[src/logic/host_pkg.sv]
// host link constants
// serial framing of the UART link and the layout of the command byte
`default_nettype none

package host_pkg;

    // bit period in main clocks, short for simulation (board uses 109)
    localparam int CLKS_PER_BIT = 16;
    localparam int BIT_CNT_W    = $clog2(CLKS_PER_BIT);

    localparam int DATA_BITS  = 8;
    localparam int FRAME_BITS = DATA_BITS + 2;  // start + data + stop

    // command byte, bit 7 set means write, low bits are the address
    localparam int CMD_WRITE_BIT = 7;
    localparam int REG_ADDR_W    = 7;

endpackage

`default_nettype wire

[src/logic/board_pkg.sv]
// board constants
// register map, switch and LED widths, heartbeat counter layout
`default_nettype none

package board_pkg;

    // register map
    localparam logic [host_pkg::REG_ADDR_W-1:0] REG_ID        = 'h00;
    localparam logic [host_pkg::REG_ADDR_W-1:0] REG_USER_LED  = 'h01;
    localparam logic [host_pkg::REG_ADDR_W-1:0] REG_LED_CTRL  = 'h02;  // [0] test, [1] flash
    localparam logic [host_pkg::REG_ADDR_W-1:0] REG_TEST_LED0 = 'h03;
    localparam logic [host_pkg::REG_ADDR_W-1:0] REG_TEST_LED1 = 'h04;
    localparam logic [host_pkg::REG_ADDR_W-1:0] REG_TEST_LED2 = 'h05;
    localparam logic [host_pkg::REG_ADDR_W-1:0] REG_SW_LO     = 'h06;
    localparam logic [host_pkg::REG_ADDR_W-1:0] REG_SW_HI     = 'h07;  // {nav, sel}
    localparam logic [host_pkg::REG_ADDR_W-1:0] REG_SCRATCH   = 'h08;

    localparam logic [7:0] BOARD_ID = 8'h5A;

    localparam int USR_SW_W = 8;
    localparam int NAV_SW_W = 5;
    localparam int SEL_SW_W = 3;
    localparam int SW_W     = USR_SW_W + NAV_SW_W + SEL_SW_W;

    // LED layout
    localparam int TEST_LED_W  = 21;
    localparam int USR_LED_W   = 8;
    localparam int CHERI_ERR_W = 9;

    localparam int HEARTBEAT_W = 25;
    localparam int FLASH_BIT   = 23;

endpackage

`default_nettype wire

[src/logic/board_regs.sv]
// board register file
// writable control registers, synchronized switch readback, read mux
`default_nettype none

module board_regs (
    input  logic                              mainclk_buf,
    input  logic                              arst_n_i,
    input  logic [host_pkg::REG_ADDR_W-1:0]   reg_addr_i,
    input  logic [7:0]                        reg_wdata_i,
    input  logic                              reg_write_i,
    input  logic                              reg_read_i,
    input  logic [board_pkg::USR_SW_W-1:0]    usr_sw_i,
    input  logic [board_pkg::NAV_SW_W-1:0]    nav_sw_i,
    input  logic [board_pkg::SEL_SW_W-1:0]    sel_sw_i,
    output logic [7:0]                        reg_rdata_o,
    output logic                              user_led_o,
    output logic                              test_mode_o,
    output logic                              flash_all_o,
    output logic [board_pkg::TEST_LED_W-1:0]  test_leds_o
);
    import board_pkg::*;

    logic [USR_LED_W-1:0] user_led;
    logic [1:0]           led_ctrl;
    logic [7:0]           scratch;
    logic [SW_W-1:0]      sw_meta;
    logic [SW_W-1:0]      sw_sync;  // {usr, nav, sel}

    always_ff @(posedge mainclk_buf or negedge arst_n_i) begin
        if (!arst_n_i) begin
            sw_meta <= '0;
            sw_sync <= '0;
        end else begin
            sw_meta <= {usr_sw_i, nav_sw_i, sel_sw_i};
            sw_sync <= sw_meta;
        end
    end

    always_ff @(posedge mainclk_buf or negedge arst_n_i) begin
        if (!arst_n_i) begin
            user_led    <= '0;
            led_ctrl    <= '0;
            test_leds_o <= '0;
            scratch     <= '0;
        end else if (reg_write_i) begin
            case (reg_addr_i)
                REG_USER_LED:  user_led           <= reg_wdata_i;
                REG_LED_CTRL:  led_ctrl           <= reg_wdata_i[1:0];
                REG_TEST_LED0: test_leds_o[7:0]   <= reg_wdata_i;
                REG_TEST_LED1: test_leds_o[15:8]  <= reg_wdata_i;
                REG_TEST_LED2: test_leds_o[TEST_LED_W-1:16] <= reg_wdata_i[TEST_LED_W-17:0];
                REG_SCRATCH:   scratch            <= reg_wdata_i;
                default: ;  // id, switches and holes are read-only
            endcase
        end
    end

    always_comb begin
        case (reg_addr_i)
            REG_ID:        reg_rdata_o = BOARD_ID;
            REG_USER_LED:  reg_rdata_o = user_led;
            REG_LED_CTRL:  reg_rdata_o = 8'(led_ctrl);
            REG_TEST_LED0: reg_rdata_o = test_leds_o[7:0];
            REG_TEST_LED1: reg_rdata_o = test_leds_o[15:8];
            REG_TEST_LED2: reg_rdata_o = 8'(test_leds_o[TEST_LED_W-1:16]);
            REG_SW_LO:     reg_rdata_o = sw_sync[SW_W-1 -: USR_SW_W];
            REG_SW_HI:     reg_rdata_o = sw_sync[NAV_SW_W+SEL_SW_W-1:0];
            REG_SCRATCH:   reg_rdata_o = scratch;
            default:       reg_rdata_o = '0;
        endcase
    end

    assign user_led_o  = user_led[0];
    assign test_mode_o = led_ctrl[0];
    assign flash_all_o = led_ctrl[1];

    // the decoder issues one strobe per received command
    a_no_read_write: assert property (
        @(posedge mainclk_buf) disable iff (!arst_n_i)
        reg_write_i |-> !reg_read_i
    );

endmodule

`default_nettype wire

[src/logic/board_top.sv]
// board management top level
// UART host link, command decoder, register file and LED driver
`default_nettype none

module board_top (
    input  logic                               mainclk_buf,
    input  logic                               arst_n_i,
    input  logic                               uart_rx_i,
    output logic                               uart_tx_o,
    input  logic [board_pkg::USR_SW_W-1:0]     usr_sw_i,
    input  logic [board_pkg::NAV_SW_W-1:0]     nav_sw_i,
    input  logic [board_pkg::SEL_SW_W-1:0]     sel_sw_i,
    output logic [board_pkg::USR_LED_W-1:0]    usrled_o,
    output logic [board_pkg::CHERI_ERR_W-1:0]  cherierr_o,
    output logic                               led_legacy_o,
    output logic                               led_cheri_o,
    output logic                               led_halted_o,
    output logic                               led_bootok_o
);
    import host_pkg::*;
    import board_pkg::*;

    logic [DATA_BITS-1:0]  rx_data;
    logic                  rx_valid;
    logic [DATA_BITS-1:0]  tx_data;
    logic                  tx_start;
    logic                  tx_busy;
    logic                  frame_err;

    logic [REG_ADDR_W-1:0] reg_addr;
    logic [DATA_BITS-1:0]  reg_wdata;
    logic [DATA_BITS-1:0]  reg_rdata;
    logic                  reg_write;
    logic                  reg_read;

    logic                  user_led;
    logic                  test_mode;
    logic                  flash_all;
    logic [TEST_LED_W-1:0] test_leds;

    uart_link uart_link_i (
        .mainclk_buf (mainclk_buf),
        .arst_n_i    (arst_n_i),
        .rx_i        (uart_rx_i),
        .tx_o        (uart_tx_o),
        .tx_data_i   (tx_data),
        .tx_start_i  (tx_start),
        .rx_data_o   (rx_data),
        .rx_valid_o  (rx_valid),
        .tx_busy_o   (tx_busy),
        .frame_err_o (frame_err)
    );

    host_cmd_fsm host_cmd_fsm_i (
        .mainclk_buf (mainclk_buf),
        .arst_n_i    (arst_n_i),
        .rx_data_i   (rx_data),
        .rx_valid_i  (rx_valid),
        .tx_busy_i   (tx_busy),
        .tx_data_o   (tx_data),
        .tx_start_o  (tx_start),
        .reg_addr_o  (reg_addr),
        .reg_wdata_o (reg_wdata),
        .reg_write_o (reg_write),
        .reg_read_o  (reg_read),
        .reg_rdata_i (reg_rdata)
    );

    board_regs board_regs_i (
        .mainclk_buf (mainclk_buf),
        .arst_n_i    (arst_n_i),
        .reg_addr_i  (reg_addr),
        .reg_wdata_i (reg_wdata),
        .reg_write_i (reg_write),
        .reg_read_i  (reg_read),
        .usr_sw_i    (usr_sw_i),
        .nav_sw_i    (nav_sw_i),
        .sel_sw_i    (sel_sw_i),
        .reg_rdata_o (reg_rdata),
        .user_led_o  (user_led),
        .test_mode_o (test_mode),
        .flash_all_o (flash_all),
        .test_leds_o (test_leds)
    );

    led_status led_status_i (
        .mainclk_buf  (mainclk_buf),
        .arst_n_i     (arst_n_i),
        .user_led_i   (user_led),
        .test_mode_i  (test_mode),
        .flash_all_i  (flash_all),
        .test_leds_i  (test_leds),
        .link_err_i   (frame_err),  // sticky framing error
        .usrled_o     (usrled_o),
        .cherierr_o   (cherierr_o),
        .led_legacy_o (led_legacy_o),
        .led_cheri_o  (led_cheri_o),
        .led_halted_o (led_halted_o),
        .led_bootok_o (led_bootok_o)
    );

endmodule

`default_nettype wire

[src/logic/host_cmd_fsm.sv]
// host command decoder
// turns received bytes into register strobes and sends read replies,
// holding one reply while the transmitter is busy
`default_nettype none

module host_cmd_fsm (
    input  logic                            mainclk_buf,
    input  logic                            arst_n_i,
    input  logic [host_pkg::DATA_BITS-1:0]  rx_data_i,
    input  logic                            rx_valid_i,
    input  logic                            tx_busy_i,
    output logic [host_pkg::DATA_BITS-1:0]  tx_data_o,
    output logic                            tx_start_o,
    output logic [host_pkg::REG_ADDR_W-1:0] reg_addr_o,
    output logic [host_pkg::DATA_BITS-1:0]  reg_wdata_o,
    output logic                            reg_write_o,
    output logic                            reg_read_o,
    input  logic [host_pkg::DATA_BITS-1:0]  reg_rdata_i
);
    import host_pkg::*;

    logic                 want_data;  // second state, data byte of a write
    logic                 q_valid;
    logic [DATA_BITS-1:0] q_data;

    always_ff @(posedge mainclk_buf or negedge arst_n_i) begin
        if (!arst_n_i) begin
            want_data   <= 1'b0;
            reg_addr_o  <= '0;
            reg_wdata_o <= '0;
            reg_write_o <= 1'b0;
            reg_read_o  <= 1'b0;
        end else begin
            reg_write_o <= 1'b0;
            reg_read_o  <= 1'b0;
            if (rx_valid_i) begin
                if (!want_data) begin
                    reg_addr_o <= rx_data_i[REG_ADDR_W-1:0];
                    if (rx_data_i[CMD_WRITE_BIT]) begin
                        want_data <= 1'b1;
                    end else begin
                        reg_read_o <= 1'b1;
                    end
                end else begin
                    reg_wdata_o <= rx_data_i;
                    reg_write_o <= 1'b1;
                    want_data   <= 1'b0;
                end
            end
        end
    end

    // queued byte goes first, a fresh read goes straight out if the line is free
    assign tx_start_o = !tx_busy_i && (q_valid || reg_read_o);
    assign tx_data_o  = q_valid ? q_data : reg_rdata_i;

    always_ff @(posedge mainclk_buf or negedge arst_n_i) begin
        if (!arst_n_i) begin
            q_valid <= 1'b0;
        end else if (tx_start_o) begin
            q_valid <= q_valid && reg_read_o;  // new reply takes the freed slot
        end else if (reg_read_o) begin
            q_valid <= 1'b1;  // when already full the reply is dropped
        end
    end

    always_ff @(posedge mainclk_buf) begin
        if (reg_read_o && (!q_valid || tx_start_o)) begin
            q_data <= reg_rdata_i;
        end
    end

    a_one_strobe: assert property (
        @(posedge mainclk_buf) disable iff (!arst_n_i)
        !(reg_read_o && reg_write_o)
    );

endmodule

`default_nettype wire

[src/logic/led_status.sv]
// board LED driver
// heartbeat counter plus selection between status and test pattern
`default_nettype none

module led_status (
    input  logic                               mainclk_buf,
    input  logic                               arst_n_i,
    input  logic                               user_led_i,
    input  logic                               test_mode_i,
    input  logic                               flash_all_i,
    input  logic [board_pkg::TEST_LED_W-1:0]   test_leds_i,
    input  logic                               link_err_i,
    output logic [board_pkg::USR_LED_W-1:0]    usrled_o,
    output logic [board_pkg::CHERI_ERR_W-1:0]  cherierr_o,
    output logic                               led_legacy_o,
    output logic                               led_cheri_o,
    output logic                               led_halted_o,
    output logic                               led_bootok_o
);
    import board_pkg::*;

    logic [HEARTBEAT_W-1:0] heartbeat;
    logic                   flash;

    assign flash = heartbeat[FLASH_BIT];

    always_ff @(posedge mainclk_buf or negedge arst_n_i) begin
        if (!arst_n_i) begin
            heartbeat  <= '0;
            usrled_o   <= '0;
            cherierr_o <= '0;
            {led_bootok_o, led_halted_o, led_cheri_o, led_legacy_o} <= '0;
        end else begin
            heartbeat <= heartbeat + 1'b1;
            if (test_mode_i && flash_all_i) begin
                usrled_o   <= {USR_LED_W{flash}};
                cherierr_o <= {CHERI_ERR_W{flash}};
                {led_bootok_o, led_halted_o, led_cheri_o, led_legacy_o} <= {4{flash}};
            end else if (test_mode_i) begin
                usrled_o   <= test_leds_i[USR_LED_W-1:0];
                cherierr_o <= test_leds_i[USR_LED_W +: CHERI_ERR_W];
                // top four pattern bits, legacy first
                {led_bootok_o, led_halted_o, led_cheri_o, led_legacy_o} <=
                    test_leds_i[TEST_LED_W-1 -: 4];
            end else begin
                // status: error, user led, heartbeat
                usrled_o   <= {link_err_i, 4'b0, user_led_i, 1'b0, heartbeat[HEARTBEAT_W-1]};
                cherierr_o <= '0;
                {led_bootok_o, led_halted_o, led_cheri_o, led_legacy_o} <= '0;
            end
        end
    end

endmodule

`default_nettype wire

[src/logic/uart_link.sv]
// UART link, 8N1 at a fixed bit period
// receiver samples mid-bit and latches framing errors,
// transmitter shifts a whole frame from its own register
`default_nettype none

module uart_link (
    input  logic                           mainclk_buf,
    input  logic                           arst_n_i,
    input  logic                           rx_i,
    output logic                           tx_o,
    input  logic [host_pkg::DATA_BITS-1:0] tx_data_i,
    input  logic                           tx_start_i,
    output logic [host_pkg::DATA_BITS-1:0] rx_data_o,
    output logic                           rx_valid_o,
    output logic                           tx_busy_o,
    output logic                           frame_err_o
);
    import host_pkg::*;

    logic [2:0]            rx_sync;   // two sync flops plus one for edge detect
    logic                  rx_s;
    logic                  rx_active;
    logic                  rx_tick;
    logic [3:0]            rx_bit;    // 0 start, 1..8 data, 9 stop
    logic [BIT_CNT_W-1:0]  rx_cnt;
    logic [DATA_BITS-1:0]  rx_shift;

    logic [FRAME_BITS-1:0] tx_shift;
    logic [3:0]            tx_bits;
    logic [BIT_CNT_W-1:0]  tx_cnt;

    assign rx_s    = rx_sync[1];
    assign rx_tick = rx_active && (rx_cnt == '0);

    always_ff @(posedge mainclk_buf or negedge arst_n_i) begin
        if (!arst_n_i) begin
            rx_sync     <= 3'b111;  // line idles high
            rx_active   <= 1'b0;
            rx_bit      <= '0;
            rx_cnt      <= '0;
            rx_valid_o  <= 1'b0;
            frame_err_o <= 1'b0;
        end else begin
            rx_sync    <= {rx_sync[1:0], rx_i};
            rx_valid_o <= 1'b0;
            if (!rx_active) begin
                if (rx_sync[2] && !rx_s) begin  // falling edge
                    rx_active <= 1'b1;
                    rx_bit    <= '0;
                    rx_cnt    <= BIT_CNT_W'(CLKS_PER_BIT / 2 - 1);
                end
            end else if (!rx_tick) begin
                rx_cnt <= rx_cnt - 1'b1;
            end else begin
                rx_cnt <= BIT_CNT_W'(CLKS_PER_BIT - 1);
                rx_bit <= rx_bit + 1'b1;
                if (rx_bit == '0) begin
                    rx_active <= !rx_s;  // glitch, drop it
                end else if (rx_bit == 4'(FRAME_BITS - 1)) begin
                    rx_active   <= 1'b0;
                    rx_valid_o  <= rx_s;
                    frame_err_o <= frame_err_o | !rx_s;  // sticky until reset
                end
            end
        end
    end

    // data bits arrive lsb first
    always_ff @(posedge mainclk_buf) begin
        if (rx_tick && rx_bit != '0 && rx_bit < 4'(FRAME_BITS - 1)) begin
            rx_shift <= {rx_s, rx_shift[DATA_BITS-1:1]};
        end
    end

    assign rx_data_o = rx_shift;

    assign tx_o = tx_shift[0];

    always_ff @(posedge mainclk_buf or negedge arst_n_i) begin
        if (!arst_n_i) begin
            tx_shift  <= '1;
            tx_bits   <= '0;
            tx_cnt    <= '0;
            tx_busy_o <= 1'b0;
        end else if (tx_start_i && !tx_busy_o) begin
            tx_shift  <= {1'b1, tx_data_i, 1'b0};  // stop, data, start
            tx_bits   <= 4'(FRAME_BITS);
            tx_cnt    <= BIT_CNT_W'(CLKS_PER_BIT - 1);
            tx_busy_o <= 1'b1;
        end else if (tx_busy_o) begin
            if (tx_cnt != '0) begin
                tx_cnt <= tx_cnt - 1'b1;
            end else begin
                tx_cnt    <= BIT_CNT_W'(CLKS_PER_BIT - 1);
                tx_shift  <= {1'b1, tx_shift[FRAME_BITS-1:1]};
                tx_bits   <= tx_bits - 1'b1;
                tx_busy_o <= (tx_bits != 4'd1);  // last bit period done
            end
        end
    end

    // the command FSM must hold its reply while a frame is going out
    a_no_start_when_busy: assert property (
        @(posedge mainclk_buf) disable iff (!arst_n_i)
        tx_start_i |-> !tx_busy_o
    );

endmodule

`default_nettype wire

[config.mk]
export PLATFORM = sky130hd
export DESIGN_NAME = board_top
export DESIGN_NICKNAME = d
export VERILOG_FILES = /design/src/logic/host_pkg.sv /design/src/logic/board_pkg.sv /design/src/logic/board_regs.sv /design/src/logic/board_top.sv /design/src/logic/host_cmd_fsm.sv /design/src/logic/led_status.sv /design/src/logic/uart_link.sv
export SDC_FILE = /design/constraint.sdc
export NUM_CORES = 1
export LEC_CHECK = 0
export BUFFER_PORTS_ARGS = -buffer_cell sky130_fd_sc_hd__buf_2
export CAP_MARGIN = 20
export CORE_MARGIN = 2
export CORE_UTILIZATION = 30
export DETAILED_ROUTE_END_ITERATION = 10
export HOLD_SLACK_MARGIN = 0.12
export PLACE_DENSITY = 0.43
export RECOVER_POWER = 100
export SETUP_SLACK_MARGIN = 0.3
export SLEW_MARGIN = 20
export SYNTH_ARGS = -nofsm -noshare
export SYNTH_HDL_FRONTEND = slang
export SYNTH_SLANG_ARGS = --single-unit
[constraint.sdc]
create_clock -name mainclk_buf -period 3.45 [get_ports mainclk_buf]
set_input_delay 0.69 -clock mainclk_buf [delete_from_list [all_inputs] [get_ports mainclk_buf]]
set_output_delay 0.69 -clock mainclk_buf [all_outputs]
set_load 0.01 [all_outputs]
==> flow_metrics.env <==
export IMPL_status="finished with violations"
export IMPL_violations="max-capacitance violations, max-slew violations"
export IMPL_die_area_um2=26620
export IMPL_critical_path_class="in2async"
export IMPL_vias_per_cell=4.738
export IMPL_clock_skew_ns=0.008652
export IMPL_slew_headroom_pct=-9.690
export IMPL_clock_tree_root_cell="clkbuf_16"
export IMPL_setup_ws_ns=0.9208
export IMPL_critPathTopFamily="buffers and inverters"
export IMPL_die_x_um=163.2
export IMPL_fmax_mhz=395.4
export IMPL_grtUsageTotal_pct=13.78
export IMPL_path_clk_slew_ns=0.07
export IMPL_setup_violations=0
export IMPL_gp_congestion=0.8057
export IMPL_path_buf_inv=2
export IMPL_p_per_area_nw_per_um2=515.4
export IMPL_finalHoldViolations=0
export IMPL_drc=0
export IMPL_synth_distinct_cells=72
export IMPL_ios=41
export IMPL_synth_area_um2=7599
export IMPL_synth_seq_cells=184
export IMPL_core_um2=25040
export IMPL_dr_total_vias=4586
export IMPL_synthFlopType="dfrtp_1"
export IMPL_power_leakage_nw=3.989
export IMPL_synth_cells=585
export IMPL_fin_nets=653
export IMPL_grt_setup_unrepaired="false"
export IMPL_p_switching_mw=1.044
export IMPL_totalWireLength_um=17010
export IMPL_cts_buffers_inserted=17
export IMPL_yosysSeqAreaShare_pct=61.85
export IMPL_drive_above_1_share_pct=16.46
export IMPL_numPortBuffers=40
export IMPL_clkLatencyLatePin_ns=0.43
export IMPL_synth_edff_count=16
export IMPL_drv_slew=63
export IMPL_worstPathCellList="clkbuf_2 > clkbuf_1"
export IMPL_cts_setup_buffers=0
export IMPL_row_count=58
export IMPL_dp_slack_ns=1.060
export IMPL_clockBufferDepth=2
export IMPL_p_sw_share_pct=23.63
export IMPL_ys_async_sr_fraction_pct=91.30
export IMPL_layout_min_cycle_time_ns=2.529
export IMPL_grt_pass1_vias=4930
export IMPL_drt_initial_drc_count=210
export IMPL_grt_pass1_wl_um=27980
export IMPL_grt_start_max_net_pins=63
export IMPL_worst_slew_pin_slew_ns=1.645
export IMPL_pwr_share_clk_pct=41.7
export IMPL_most_common_layout_cells="dfrtp_1 (156), nand2_1 (49), mux2_2 (34)"
export IMPL_pwr_share_comb_pct=5.5
export IMPL_die_h_um=163.2
export IMPL_syn2layout_area_growth_pct=12.81
export IMPL_internal_power_mw=3.374
export IMPL_syn_avg_cell_area_um2=12.99
export IMPL_hold_buffers=0
export IMPL_post_cts_resize_count=0
export IMPL_synth_nets=612
export IMPL_setup_tns_ns=0
export IMPL_maxCapViolations=1
export IMPL_slowest_delay_ns=1.17
export IMPL_h_tree_depth=4
export IMPL_first_pass_iters=4
export IMPL_wl_per_cell_um=17.57
export IMPL_required_ns=3.79
export IMPL_postRouteAntennaNets=0
export IMPL_fin_crit_sh_pct=73.31
export IMPL_critPathLaunchType="input pin"
export IMPL_total_power_mw=4.418
export IMPL_gr_total_overflow=0
export IMPL_hp_class="reg2reg"
export IMPL_start_util_pct=30.35
export IMPL_hpwl_um=11830
export IMPL_ir_drop_uv=223.1
export IMPL_path_max_fanout=62
export IMPL_synth_yosys_warnings=0
export IMPL_power_frac_seq_pct=52.8
export IMPL_cp_slowest_cell="clkbuf_2"
export IMPL_worst_setup_path_end_kind="async pin"
export IMPL_layout_commonest_cell="dfrtp_1"
export IMPL_worstPathArrival_ns=2.87
export IMPL_antenna_found_initial=0
export IMPL_diodes=0
export IMPL_cts_tree="yes"
export IMPL_cts_sink_count=184
## per-layer routing
| layer | GRT usage [%] | part of all wire [%] | vias up |
|---|---|---|---|
| li1 | - | - | 2159 |
| met1 | 19.07 | 49 | 2355 |
| met2 | 21.60 | 47 | 58 |
| met3 | 2.717 | 2.3 | 14 |
| met4 | 4.747 | 1.6 | 0 |
| met5 | 0 | 0 | - |
## final timing paths
check                                        startpoint                          end  slack [ns]  cells after the start
setup / recovery                               arst_n_i   host_cmd_fsm_i.reg_write_o        0.92                      2
min in group asynchronous                      arst_n_i   led_status_i.cherierr_o[2]        0.68                      1
hold reg to reg                 board_regs_i.sw_meta[8]      board_regs_i.sw_sync[8]        0.35                      0
hold / removal                  board_regs_i.sw_meta[8]      board_regs_i.sw_sync[8]        0.35                      0
max in group mainclk_buf   host_cmd_fsm_i.reg_addr_o[3]  board_regs_i.test_leds_o[9]        1.00                      4
setup reg to reg           host_cmd_fsm_i.reg_addr_o[3]  board_regs_i.test_leds_o[9]        1.00                      4
## power by group through the flow
stage / Sequential [mW] / Clock, mW / Combinational, mW
floorplan: 2.34 / 0 / 0.165
global placement: 2.37 / 0 / 0.232
detailed placement: 2.37 / 0 / 0.255
CTS: 2.33 / 1.90 / 0.254
global route: 2.34 / 2.00 / 0.285
finish: 2.33 / 1.84 / 0.245
## state kept, by name (all words and copies together), names as in the netlist, 7 cells and up
name	flops
uart_link_i.tx_shift	9
uart_link_i.rx_data_o	8
board_regs_i.scratch	8
host_cmd_fsm_i.reg_wdata_o	8
led_status_i.heartbeat	25
led_status_i.usrled_o	8
board_regs_i.user_led	8
host_cmd_fsm_i.reg_addr_o	7
board_regs_i.sw_sync	16
host_cmd_fsm_i.q_data	8
led_status_i.cherierr_o	9
board_regs_i.test_leds_o	21
board_regs_i.sw_meta	16
## layout make-up
| type | count | area [um2] |
|---|---|---|
| Multi-Input combinational cell | 353 | 2615 |
| Clock inverter | 10 | 96.34 |
| Tap cell | 330 | 412.9 |
| Timing Repair Buffer | 50 | 222.7 |
| Sequential cell | 184 | 4700 |
| Clock buffer | 21 | 450.4 |
| Fill cell | 2509 | 16460 |
| Inverter | 20 | 75.07 |
## cells by family after synthesis
family / after synthesis / synth area share, %
flip-flops: 184 / 61.85
multiplexers: 70 / 11.21
buffers and inverters: 48 / 2.552
AND/OR/NAND/NOR: 159 / 11.56
XOR/XNOR: 28 / 3.227
AO/OA/AOI/OAI: 87 / 8.151
adder cells (fa/ha/maj): 9 / 1.449
## synth_stat cells (6+ instances only)
library cell | count | share of area (%)
edfxtp_1 | 16 | 6.3
nor2_1 | 19 | 0.94
clkbuf_1 | 17 | 0.84
nor2b_1 | 6 | 0.49
mux2_4 | 8 | 1.6
a31oi_1 | 8 | 0.66
a21o_1 | 19 | 1.9
nor3_1 | 9 | 0.59
a21oi_1 | 13 | 0.86
nand2b_1 | 6 | 0.49
xnor2_1 | 23 | 2.7
and3_1 | 10 | 0.82
mux2i_1 | 9 | 1.2
dfrtp_1 | 156 | 51
nand3_1 | 22 | 1.4
dfstp_2 | 12 | 4.1
nand2_1 | 47 | 2.3
nand4_1 | 7 | 0.58
o21ai_0 | 11 | 0.72
mux2_2 | 34 | 5.0
ha_1 | 8 | 1.3
inv_1 | 20 | 0.99
mux2_1 | 15 | 2.2
## per-stage QoR
step	std cells	area (um2)	util, %	hold slack [ns]
after floorplan	585	7599	-	0.3312
after detailed placement	937	8174	32.65	0.3355
after global routing	968	8572	34.24	0.3364
final	968	8572	34.24	0.3492
after CTS	968	8721	34.83	0.2607
after global placement	937	8174	32.65	0.3397
No activity file was read; power rests on OpenSTA's default activity.
